`config.mk`:
```
export PLATFORM = sky130hd
export DESIGN_NAME = flash_tester
export DESIGN_NICKNAME = d
export VERILOG_FILES = /design/src/hw/flash_pkg.sv /design/src/hw/tester_pkg.sv /design/src/hw/flash_step_if.sv /design/src/hw/flash_sequencer.sv /design/src/hw/flash_bus_driver.sv /design/src/hw/flash_tester.sv
export VERILOG_INCLUDE_DIRS = /design/src /design/src/hw
export SDC_FILE = /design/constraint.sdc
export NUM_CORES = 1
export LEC_CHECK = 0
export BUFFER_PORTS_ARGS = -buffer_cell sky130_fd_sc_hd__buf_2
export CAP_MARGIN = 20
export CORE_MARGIN = 5
export CORE_UTILIZATION = 33
export CTS_BUF_LIST = sky130_fd_sc_hd__clkbuf_16
export DETAILED_ROUTE_END_ITERATION = 16
export PLACE_DENSITY = 0.61
export SLEW_MARGIN = 20
export SYNTH_ARGS = -nofsm -noshare
export SYNTH_HDL_FRONTEND = slang
export SYNTH_SLANG_ARGS = --single-unit
```
`constraint.sdc`:
```
create_clock -name clock -period 4.7 [get_ports clock]
set_clock_uncertainty 0.1 [all_clocks]
set_input_delay 0.47 -clock clock [delete_from_list [all_inputs] [get_ports clock]]
set_output_delay 0.47 -clock clock [all_outputs]
set_load 0.05 [all_outputs]
```
`src/hw/flash_consts.svh`:
```
`ifndef FLASH_CONSTS_SVH
`define FLASH_CONSTS_SVH

//////////////////////////////////////////////////
// Bus widths
//////////////////////////////////////////////////
`define FLASH_ADDR_W 23
`define FLASH_DATA_W 16

//////////////////////////////////////////////////
// Address map
//////////////////////////////////////////////////
`define FLASH_BLOCK_SIZE   23'h010000 // 64K words
`define FLASH_ERASE_LAST   23'h030000 // Init erases blocks 0 to 3
`define FLASH_LAST_ADDRESS 23'h7FFFFF

//////////////////////////////////////////////////
// Command register codes
//////////////////////////////////////////////////
`define CMD_READ_ID     16'h0090
`define CMD_READ_ARRAY  16'h00FF
`define CMD_CLEAR_LOCKS 16'h0060
`define CMD_CONFIRM     16'h00D0 // Second cycle of lock clear and erase
`define CMD_ERASE       16'h0020
`define CMD_SETUP_WRITE 16'h0040

// Device ID codes
`define ID_MANUFACTURER 16'h0089 // Read at address 0
`define ID_SIZE         16'h0018 // 128 Mbit part

`endif

```
`src/hw/flash_pkg.sv`:
```
`default_nettype none

`include "flash_consts.svh"

package flash_pkg;

   // Operation on the flash bus
   typedef enum logic [1:0] {
      op_idle  = 2'b00,
      op_read  = 2'b01,
      op_write = 2'b10
   } flash_op_e;

   typedef enum logic [2:0] {
      act_hold,
      act_clear,
      act_set_one,    // Device size code location
      act_load,       // Take addrin
      act_next_block,
      act_next_word
   } addr_action_e;

   typedef struct packed {
      logic [7:0] unused;
      logic       ready;    // Write state machine idle
      logic [5:0] error;
      logic       reserved;
   } flash_status_s;

   // Read word seen as raw data (ID codes) or as status register
   typedef union packed {
      logic [`FLASH_DATA_W-1:0] raw;
      flash_status_s            sr;
   } flash_word_u;

endpackage

`default_nettype wire

```
`src/hw/tester_pkg.sv`:
```
`default_nettype none

package tester_pkg;

   typedef enum logic [1:0] {
      mode_idle  = 2'd0,
      mode_init  = 2'd1,
      mode_write = 2'd2,
      mode_read  = 2'd3
   } mode_e;

   // Codes 6 and C are not used by this tester
   typedef enum logic [3:0] {
      status_reset            = 4'h0,
      status_read_id          = 4'h1,
      status_clear_locks      = 4'h2,
      status_erasing          = 4'h3,
      status_writing          = 4'h4,
      status_reading          = 4'h5,
      status_bad_manufacturer = 4'h7,
      status_bad_size         = 4'h8,
      status_lock_error       = 4'h9,
      status_erase_error      = 4'hA,
      status_write_error      = 4'hB
   } status_e;

endpackage

`default_nettype wire

```
`src/hw/flash_step_if.sv`:
```
`timescale 1ns/1ps
`default_nettype none

`include "flash_consts.svh"

interface flash_step_if
   import flash_pkg::*;
();

   // Driver to sequencer
   logic step;                // Flash free and no operation pending
   logic ready;
   logic error;
   logic id_manufacturer_ok;
   logic id_size_ok;
   logic at_erase_last;
   logic at_last_address;

   // Sequencer to driver, taken on step cycles only
   flash_op_e                op;
   addr_action_e             action;
   logic [`FLASH_DATA_W-1:0] wdata;

   modport seq (
      input  step, ready, error, id_manufacturer_ok, id_size_ok,
      input  at_erase_last, at_last_address,
      output op, action, wdata
   );

   modport drv (
      output step, ready, error, id_manufacturer_ok, id_size_ok,
      output at_erase_last, at_last_address,
      input  op, action, wdata
   );

endinterface

`default_nettype wire

```
`src/hw/flash_sequencer.sv`:
```
`timescale 1ns/1ps
`default_nettype none

`include "flash_consts.svh"

module flash_sequencer
   import flash_pkg::*;
   import tester_pkg::*;
(
   input  logic                     clock,
   input  logic                     reset,
   input  mode_e                    mode,
   input  logic [`FLASH_DATA_W-1:0] datain,
   output logic                     busy,
   output status_e                  status,
   flash_step_if.seq                sif
);

   typedef enum logic [4:0] {
      st_home,
      st_id_cmd, st_id_mfr, st_id_check_mfr, st_id_check_size,
      st_lock_cmd, st_lock_confirm, st_lock_status, st_lock_poll,
      st_erase_cmd, st_erase_confirm, st_erase_status, st_erase_poll,
      st_write_setup, st_write_data, st_write_status, st_write_poll,
      st_read_init, st_read
   } state_e;

   state_e                   state;
   state_e                   state_next;
   status_e                  status_next;
   logic                     busy_next;
   logic [`FLASH_DATA_W-1:0] data_to_store;

   always_comb
   begin
      state_next  = state;
      status_next = status;
      busy_next   = busy;
      sif.op      = op_idle;
      sif.action  = act_hold;
      sif.wdata   = data_to_store;
      case (state)
         st_home:
            case (mode)
               mode_init:
               begin
                  state_next = st_id_cmd;
                  busy_next  = 1'b1;
               end
               mode_write:
               begin
                  state_next = st_write_setup;
                  busy_next  = 1'b1;
               end
               mode_read:
               begin
                  busy_next  = 1'b1;
                  // Array mode already set by an earlier read
                  state_next = (status == status_reading) ? st_read : st_read_init;
               end
               default:
                  busy_next = 1'b0;
            endcase

         //////////////////////////////////////////////////
         // Init: ID check and lock clear
         //////////////////////////////////////////////////
         st_id_cmd:
         begin
            status_next = status_read_id;
            sif.op      = op_write;
            sif.action  = act_clear;
            sif.wdata   = `CMD_READ_ID;
            state_next  = st_id_mfr;
         end
         st_id_mfr:
         begin
            sif.op     = op_read;
            sif.action = act_clear;
            state_next = st_id_check_mfr;
         end
         st_id_check_mfr:
            if (!sif.id_manufacturer_ok)
               status_next = status_bad_manufacturer;
            else
            begin
               sif.op     = op_read;
               sif.action = act_set_one; // Size code lives at 1
               state_next = st_id_check_size;
            end
         st_id_check_size:
            if (!sif.id_size_ok)
               status_next = status_bad_size;
            else
            begin
               sif.op     = op_write;
               sif.action = act_clear;
               sif.wdata  = `CMD_READ_ARRAY;
               state_next = st_lock_cmd;
            end
         st_lock_cmd:
         begin
            status_next = status_clear_locks;
            sif.op      = op_write;
            sif.action  = act_clear;
            sif.wdata   = `CMD_CLEAR_LOCKS;
            state_next  = st_lock_confirm;
         end
         st_lock_confirm:
         begin
            sif.op     = op_write;
            sif.action = act_clear;
            sif.wdata  = `CMD_CONFIRM;
            state_next = st_lock_status;
         end
         st_lock_status:
         begin
            sif.op     = op_read;
            sif.action = act_clear;
            state_next = st_lock_poll;
         end
         st_lock_poll:
            if (!sif.ready)
            begin
               sif.op     = op_read; // Still clearing, poll again
               sif.action = act_clear;
            end
            else if (sif.error)
               status_next = status_lock_error;
            else
            begin
               sif.action = act_clear;
               state_next = st_erase_cmd;
            end

         //////////////////////////////////////////////////
         // Block erase
         //////////////////////////////////////////////////
         st_erase_cmd:
         begin
            status_next = status_erasing;
            sif.op      = op_write;
            sif.wdata   = `CMD_ERASE;
            state_next  = st_erase_confirm;
         end
         st_erase_confirm:
         begin
            sif.op     = op_write;
            sif.wdata  = `CMD_CONFIRM;
            state_next = st_erase_status;
         end
         st_erase_status:
         begin
            sif.op     = op_read;
            state_next = st_erase_poll;
         end
         st_erase_poll:
            if (!sif.ready)
               sif.op = op_read;
            else if (sif.error)
               status_next = status_erase_error;
            else if (!sif.at_erase_last)
            begin
               sif.action = act_next_block;
               state_next = st_erase_cmd;
            end
            else
            begin
               sif.action = act_clear; // All blocks done
               state_next = st_home;
            end

         //////////////////////////////////////////////////
         // Word write
         //////////////////////////////////////////////////
         st_write_setup:
         begin
            status_next = status_writing;
            sif.op      = op_write;
            sif.wdata   = `CMD_SETUP_WRITE;
            state_next  = st_write_data;
         end
         st_write_data:
         begin
            sif.op     = op_write; // Latched word
            state_next = st_write_status;
         end
         st_write_status:
         begin
            sif.op     = op_read;
            state_next = st_write_poll;
         end
         st_write_poll:
            if (!sif.ready)
               sif.op = op_read;
            else if (sif.error || sif.at_last_address)
               status_next = status_write_error; // Top of array counts as error
            else
            begin
               sif.action = act_next_word;
               state_next = st_home;
            end

         //////////////////////////////////////////////////
         // Read
         //////////////////////////////////////////////////
         st_read_init:
         begin
            status_next = status_reading;
            sif.op      = op_write;
            sif.action  = act_clear;
            sif.wdata   = `CMD_READ_ARRAY;
            state_next  = st_read;
         end
         st_read:
         begin
            sif.op     = op_read;
            sif.action = act_load;
            state_next = st_home;
         end
         default:
            state_next = st_home;
      endcase
   end

   always_ff @(posedge clock)
   begin
      if (reset)
      begin
         state  <= st_home;
         status <= status_reset;
         busy   <= 1'b1;
      end
      else if (sif.step)
      begin
         state  <= state_next;
         status <= status_next;
         busy   <= busy_next;
      end
   end

   always_ff @(posedge clock)
   begin
      if (sif.step && (state == st_write_setup))
         data_to_store <= datain; // Sampled with the setup command
   end

   // Busy drops only while parked at home
   assert property (@(posedge clock) disable iff (reset)
      (state != st_home) |-> busy);

endmodule

`default_nettype wire

```
`src/hw/flash_bus_driver.sv`:
```
`timescale 1ns/1ps
`default_nettype none

`include "flash_consts.svh"

module flash_bus_driver
   import flash_pkg::*;
(
   input  logic                     clock,
   input  logic                     reset,
   input  logic [`FLASH_ADDR_W-1:0] addrin,
   input  logic [`FLASH_DATA_W-1:0] frdata,
   input  logic                     fbusy,
   output flash_op_e                fop,
   output logic [`FLASH_ADDR_W-1:0] faddress,
   output logic [`FLASH_DATA_W-1:0] fwdata,
   flash_step_if.drv                sif
);

   localparam logic [`FLASH_ADDR_W-1:0] addr_one = {{(`FLASH_ADDR_W-1){1'b0}}, 1'b1};

   flash_word_u rword;

   //////////////////////////////////////////////////
   // Step gate and read data decode
   //////////////////////////////////////////////////
   assign sif.step = !fbusy && (fop == op_idle);

   assign rword.raw = frdata;
   assign sif.ready = rword.sr.ready;
   assign sif.error = |rword.sr.error; // Any of the six error bits

   assign sif.id_manufacturer_ok = (rword.raw == `ID_MANUFACTURER);
   assign sif.id_size_ok         = (rword.raw == `ID_SIZE);

   assign sif.at_erase_last   = (faddress == `FLASH_ERASE_LAST);
   assign sif.at_last_address = (faddress == `FLASH_LAST_ADDRESS);

   //////////////////////////////////////////////////
   // Operation and address registers
   //////////////////////////////////////////////////
   always_ff @(posedge clock)
   begin
      if (reset)
      begin
         fop      <= op_idle;
         faddress <= '0;
      end
      else if (sif.step)
      begin
         fop <= sif.op;
         case (sif.action)
            act_clear:      faddress <= '0;
            act_set_one:    faddress <= addr_one;
            act_load:       faddress <= addrin;
            act_next_block: faddress <= faddress + `FLASH_BLOCK_SIZE;
            act_next_word:  faddress <= faddress + addr_one;
            default:        faddress <= faddress;
         endcase
      end
      else
         fop <= op_idle; // One-cycle pulse
   end

   always_ff @(posedge clock)
   begin
      if (sif.step && (sif.op == op_write))
         fwdata <= sif.wdata;
   end

   // Every issued operation is a single-cycle pulse
   assert property (@(posedge clock) disable iff (reset)
      (fop != op_idle) |=> (fop == op_idle));

   // Word increment never wraps past the top of the array
   assert property (@(posedge clock) disable iff (reset)
      (sif.step && (sif.action == act_next_word)) |-> !sif.at_last_address);

endmodule

`default_nettype wire

```
`src/hw/flash_tester.sv`:
```
`timescale 1ns/1ps
`default_nettype none

`include "flash_consts.svh"

module flash_tester
   import flash_pkg::*;
   import tester_pkg::*;
(
   input  logic                     clock,
   input  logic                     reset,
   input  mode_e                    mode,
   input  logic [`FLASH_DATA_W-1:0] datain,
   input  logic [`FLASH_ADDR_W-1:0] addrin,
   input  logic [`FLASH_DATA_W-1:0] frdata,
   input  logic                     fbusy,
   output flash_op_e                fop,
   output logic [`FLASH_ADDR_W-1:0] faddress,
   output logic [`FLASH_DATA_W-1:0] fwdata,
   output logic                     busy,
   output status_e                  status
);

   flash_step_if sif ();

   // Command sequences
   flash_sequencer u_sequencer (
      .clock  (clock),
      .reset  (reset),
      .mode   (mode),
      .datain (datain),
      .busy   (busy),
      .status (status),
      .sif    (sif.seq)
   );

   // Flash bus registers and step gate
   flash_bus_driver u_driver (
      .clock    (clock),
      .reset    (reset),
      .addrin   (addrin),
      .frdata   (frdata),
      .fbusy    (fbusy),
      .fop      (fop),
      .faddress (faddress),
      .fwdata   (fwdata),
      .sif      (sif.drv)
   );

endmodule

`default_nettype wire

```
Word level (Yosys, flattened, before mapping)

Index checks and enable logic that the tools add are counted.

Bits in registers: 67
Bits in latches: 0
Bits in writable memories: 0
Memory bits (read-only): 0
Input bits: 60
Output and inout port bits: 46
Logic and storage cells: 116
Memories kept: 0

$add $sub $neg: 2
Multipliers: 0
Divide/modulo/power cells: 0
$lt $le $gt $ge: 0
Eq/ne operators: 46
Shift operators: 0
Mux-type cells: 39
Bitwise logic cells: 1
Reduce and logical (&&, ||, !) cells: 21

Operator list:

| kind                     | number |
|---|---|
| $pmux W23 S5             | 1 |
| $pmux W16 S7             | 1 |
| $pmux W5 S18             | 1 |
| $eq A5 B4 Y1 const B     | 8 |
| $mux W5                  | 8 |
| $pmux W4 S10             | 1 |
| $mux W4                  | 9 |
| $add A23 B1 Y23 const B  | 1 |
| $add A23 B17 Y23 const B | 1 |
| $eq A23 B18 Y1 const B   | 1 |
| $eq A23 B23 Y1 const B   | 1 |
| $pmux W3 S7              | 1 |
| $eq A5 B3 Y1 const B     | 4 |
| $reduce_and A10 Y1       | 2 |
| $mux W3                  | 6 |
| $eq A16 B5 Y1 const B    | 1 |
| $eq A16 B8 Y1 const B    | 1 |
| $mux W16                 | 1 |
| $ne A2 B2 Y1 const B     | 8 |
| $eq A5 B5 Y1 const B     | 3 |
| $pmux W5 S3              | 1 |
| $reduce_or A6 Y1         | 2 |
| $eq A5 B2 Y1 const B     | 2 |
| $ne A2 B1 Y1 const B     | 5 |
| other kinds (24)         | 39 |

Depth between registers and ports, before layout

Depth after elaboration: 8
Gate-level depth with buffers: 11
Depth with buffers taken out: 8

Hierarchy

Synthesis repeated with hierarchy kept, for this count alone.

Cells, all modules: 477
Area, all modules: 4,234.1 µm²

Modules (own cells, without submodules):

| module           | instances | cells an instance | area an instance (µm²) | sequential area each (µm²) |
|---|---|---|---|---|
| flash_bus_driver | 1         | 264               | 2,398.6                | 980.9 |
| flash_sequencer  | 1         | 213               | 1,835.5                | 680.7 |

Worst setup path before layout

OpenSTA, ideal clock, no wires.

Path type: flip-flop to flip-flop
Start point: register u_driver.faddress[0]
End point: register u_sequencer.status[0]
Library setup time: 88 ps
Arrival: 2,651 ps
Required time: 4,512 ps
Slack: 1,861 ps
Cell stages (with the launch flop): 9
Buffers on the path: 0
Clock period less this slack: 2,839 ps
Cell sequence: dfxtp_1 > ha_1 > nand3_1 > or3_4 > or3_4 > a31oi_1 > o311a_2 > nor2_1 > a311oi_2

Word-level cells in the longest chain between the ends: 4

RTL lines:

| item                         | RTL line               | source |
|---|---|---|
| from (decl)                  | flash_bus_driver.sv:15 | `` output logic [`FLASH_ADDR_W-1:0] faddress, `` |
| from (signal assigned)       | flash_bus_driver.sv:54 | `act_set_one: faddress <= addr_one;` |
| from (signal assigned)       | flash_bus_driver.sv:55 | `act_load: faddress <= addrin;` |
| from (signal assigned)       | flash_bus_driver.sv:56 | `` act_next_block: faddress <= faddress + `FLASH_BLOCK_SIZE; `` |
| $eq A23 B23 Y1 (no line)     | -                      |  |
| $logic_or A1 B1 Y1           | flash_sequencer.sv:196 | `else if (sif.error \|\| sif.at_last_address)` |
| $ne A2 B1 Y1 (no line)       | -                      |  |
| $reduce_and A10 Y1 (no line) | -                      |  |
| to (signal assigned)         | flash_sequencer.sv:231 | `status <= status_reset;` |
| to (signal assigned)         | flash_sequencer.sv:237 | `status <= status_next;` |
| to (decl)                    | flash_sequencer.sv:15  | `output status_e status,` |

No other way between the ends.
A chain may end at the register's enable or synchronous reset.

Worst setup path in the final report

Start point: register u_sequencer.state[0]
End point: register u_driver.faddress[22]

Word-level cells in the longest chain between the ends: 6
Elaborated cells between the ends (all ways): 22
Classes of those cells: eq/ne: 17; mux: 2; reduce/logical: 3

RTL lines:

| item                                 | RTL line               | source |
|---|---|---|
| from (decl)                          | flash_sequencer.sv:28  | `state_e state;` |
| from (signal assigned)               | flash_sequencer.sv:230 | `state <= st_home;` |
| from (signal assigned)               | flash_sequencer.sv:236 | `state <= state_next;` |
| $eq A5 B1 Y1 (tied with other cells) | flash_sequencer.sv:42  | `case (state)` |
| $reduce_or A6 Y1 (no line)           | -                      |  |
| $pmux W3 S7 *                        | flash_sequencer.sv:42  |  |
| $eq A3 B1 Y1 (tied with other cells) | flash_bus_driver.sv:52 | `case (sif.action)` |
| $reduce_bool A5 Y1 (no line)         | -                      |  |
| $reduce_and A2 Y1 (no line)          | -                      |  |

Every way passes the cells marked *; elsewhere a longest branch is shown, timed or not.

==> results.yml <==
worst_setup_path:
  r2r_end: "u_driver.faddress[22]"
  critPathKind: "reg -> reg"
  arrival_ps: 3340
  r2r_slack_ps: 1530
  crit_start: "u_sequencer.state[0]"
  cp_max_fo: 23
  worstSetupStartpointType: "register"
  critical_path_required_ps: 4870
  rr_startpoint: "u_sequencer.state[0]"
  reg2reg_depth: 7
  endpoint: "u_driver.faddress[22]"
  cp-end-kind: "register"
detailed_routing:
  drt-vias-per-instance: 5.49
  num_vias: 4227
  drc: 0
  wirelength_mm: 12.9
  wl_per_cell_um: 16.8
  postRouteAntennaNets: 0
  drt_first_pass_iters: 5
  drtIter0Drc: 305
synth:
  synth_flop_cell: "dfxtp_1"
  synth_area_per_cell_sq_um: 8.43
  ys_types: 70
  synthesis.instances: 502
  yosys.area.top_type: "edfxtp_1"
  yosys_warnings: 0
  synth-seq-cells: 67
  synth_edf_count: 32
  syn-num-nets: 569
  netlist.area_leader.share_pct: 22.7
  synth.yosys.seq_area_share_pct: 39.3
  async_flop_share_pct: 0
  synth.area.top_cells: "edfxtp_1 (23%), dfxtp_1 (17%), a21oi_1 (5.4%), nand2_1 (5.1%), nand3_1 (4.6%)"
  syn_area_sq_mm: 0.00423
  yosysMostFrequentCell: "nand2_1"
  synth_commonest_cells: "nand2_1 (58), a21oi_1 (46), nand3_1 (39)"
global_route:
  grt_pass1_wl_mm: 21.0
  grt-ovfl-total: 0
  grt_max_degree: 30
  grt_pass1_vias: 4101
  track_usage_pct: 17.4
  antenna_found_initial: 0
sta:
  rsz0062_at_grt: "false"
  relSlewSlack_pct: 42.2
  slew_viol_final: 0
  tns_ps: 0
  final_hold_viol_count: 0
  setup_violations: 0
  period_minus_slack_ps: 3170
  finalCritPeriodShare_pct: 67.5
  worst_pin_slew_ps: 866
  fmax_mhz: 315
placed_design:
  dp_hpwl_mm: 9.51
  gp_congestion: 0.949
  port_buffers: 105
  dp_cells: 754
floorplan:
  die_x_um: 123
  rows: 41
  core_area_sq_mm: 0.0126
  num_io_pins: 106
  die_y_um: 123
  die_area_sq_mm: 0.0152
  start_util_pct: 33.5
cells_and_area:
  layoutNonFillerInstCount: 770
  nets: 660
  diodes: 0
  syn_to_final_growth_pct: 22.4
  drive_gt1_share_pct: 24.4
clock_tree:
  clock-root-buffer: "clkbuf_16"
  cts_buffer_depth: 2
  clock_latency_ps: 340
  ctsHoldBuffers: 0
  clk_pin_slew_ps: 60
  postCtsResizedCells: 0
  cts_sinks: 67
  cts_tree: "yes"
  htreeDepth: 3
  numCtsBuffers: 9
  post_cts_buffers: 0
pwr:
  peakVddDrop_mv: 0.178
  p_leak_uw: 0.00202
  cellPowerDensity_mw_per_mm2: 452
status:
  status: "finished clean"
job:
  maxCapViolations: 0
worst_hold_path:
  hp-class: "in -> reg"
## where the power goes
| part | switching [uW] | leakage (uW) | internal (uW) |
|---|---|---|---|
| logic | 588 | 0.00130 | 263 |
| registers | 87.1 | 0.000574 | 706 |
| clock network | 278 | 0.000151 | 419 |
## area by class of cell
| class | count | area (sq um) |
|---|---|---|
| clock buffer | 9 | 225 |
| timing repair buffer | 111 | 571 |
| fill | 1303 | 7440 |
| inverter | 12 | 45.0 |
| sequential | 67 | 1660 |
| tap | 172 | 215 |
| multi-input combinational | 392 | 2380 |
| clock inverter | 7 | 82.6 |
## metal layers
| layer | vias up | GRT usage (%) | part of all wire (%) | wire (um) |
|---|---|---|---|---|
| li1 | 2054 | - | - | - |
| met1 | 1990 | 22.4 | 43 | 5610 |
| met2 | 153 | 28.7 | 48 | 6160 |
| met3 | 30 | 3.57 | 6.1 | 789 |
| met4 | 0 | 6.78 | 2.7 | 353 |
| met5 | - | 0 | 0 | 0 |
## how the worst min path moves through the flow
stage	from	end	slack (ps)	cells past startpoint
detailed placement	u_sequencer.busy	u_sequencer.busy	360	1
floorplan	u_sequencer.data_to_store[0]	u_driver.fwdata[0]	390	2
CTS	datain[14]	u_sequencer.data_to_store[14]	190	1
global route	datain[14]	u_sequencer.data_to_store[14]	190	1
finish	datain[14]	u_sequencer.data_to_store[14]	210	1
global placement	u_sequencer.busy	u_sequencer.busy	350	1
## cells in the final DEF (no fill, tap or decap), types with 3 or more instances in the layout
master	count
or3_1	3
o21ai_0	34
o2bb2ai_1	4
and2_1	12
xnor2_1	10
edfxtp_1	32
o21ai_1	11
dfxtp_1	35
clkbuf_16	9
nor2_1	34
nor2b_1	7
ha_1	7
clkinv_4	3
nand2_1	58
and4_1	3
nand4_1	8
nand2b_1	7
a22oi_1	4
nand3_1	39
mux2i_1	3
inv_1	10
o31ai_1	3
inv_6	3
buf_4	6
nor4_1	7
xor2_1	9
a211oi_1	4
a21o_1	6
a21oi_1	46
and3_1	6
o211ai_1	3
buf_2	105
a31oi_1	4
nor3_1	14
## flip-flops by register name, indices dropped and copies added, names as in the netlist
signal	flops
u_sequencer.state	5
u_driver.faddress	23
u_driver.fwdata	16
u_driver.fop	2
u_sequencer.data_to_store	16
u_sequencer.status	4
u_sequencer.busy	1
## kinds of logic after synthesis
logic type                 after synthesis  share of synthesized area, %
and+or+nand+nor                        213                          26.0
AOI/OAI and AO/OA                      150                          23.6
DFF                                     67                          39.3
buffers and inverters                   43                          4.46
xor gates and xnor gates                19                          3.93
adders and majority gates                7                          2.07
muxes                                    3                         0.709
## per-stage QoR
stage / worst slack (ps) / util [%] / power (uW) / instance area [sq um] / hold slack (ps)
3_5_place_dp: 1370 / 38.6 / 1660 / 4870 / 361
3_3_place_gp: 1430 / 38.6 / 1650 / 4870 / 350
4_1_cts: 1550 / 41.1 / 2360 / 5180 / 192
6_report: 1530 / 41.1 / 2340 / 5180 / 206
5_1_grt: 1280 / 41.1 / 2470 / 5180 / 191
2_1_floorplan: 1860 / - / 1440 / 4230 / 392
## critical path, cell delays in order (launching register included)
cell and delay [ps]:
dfxtp_1 870, inv_1 430, nand3_1 170, nor3_1 70
a211oi_1 470, a21o_1 570, o21a_2 300, o2bb2ai_1 130
No activity file was read; power rests on OpenSTA's default activity.
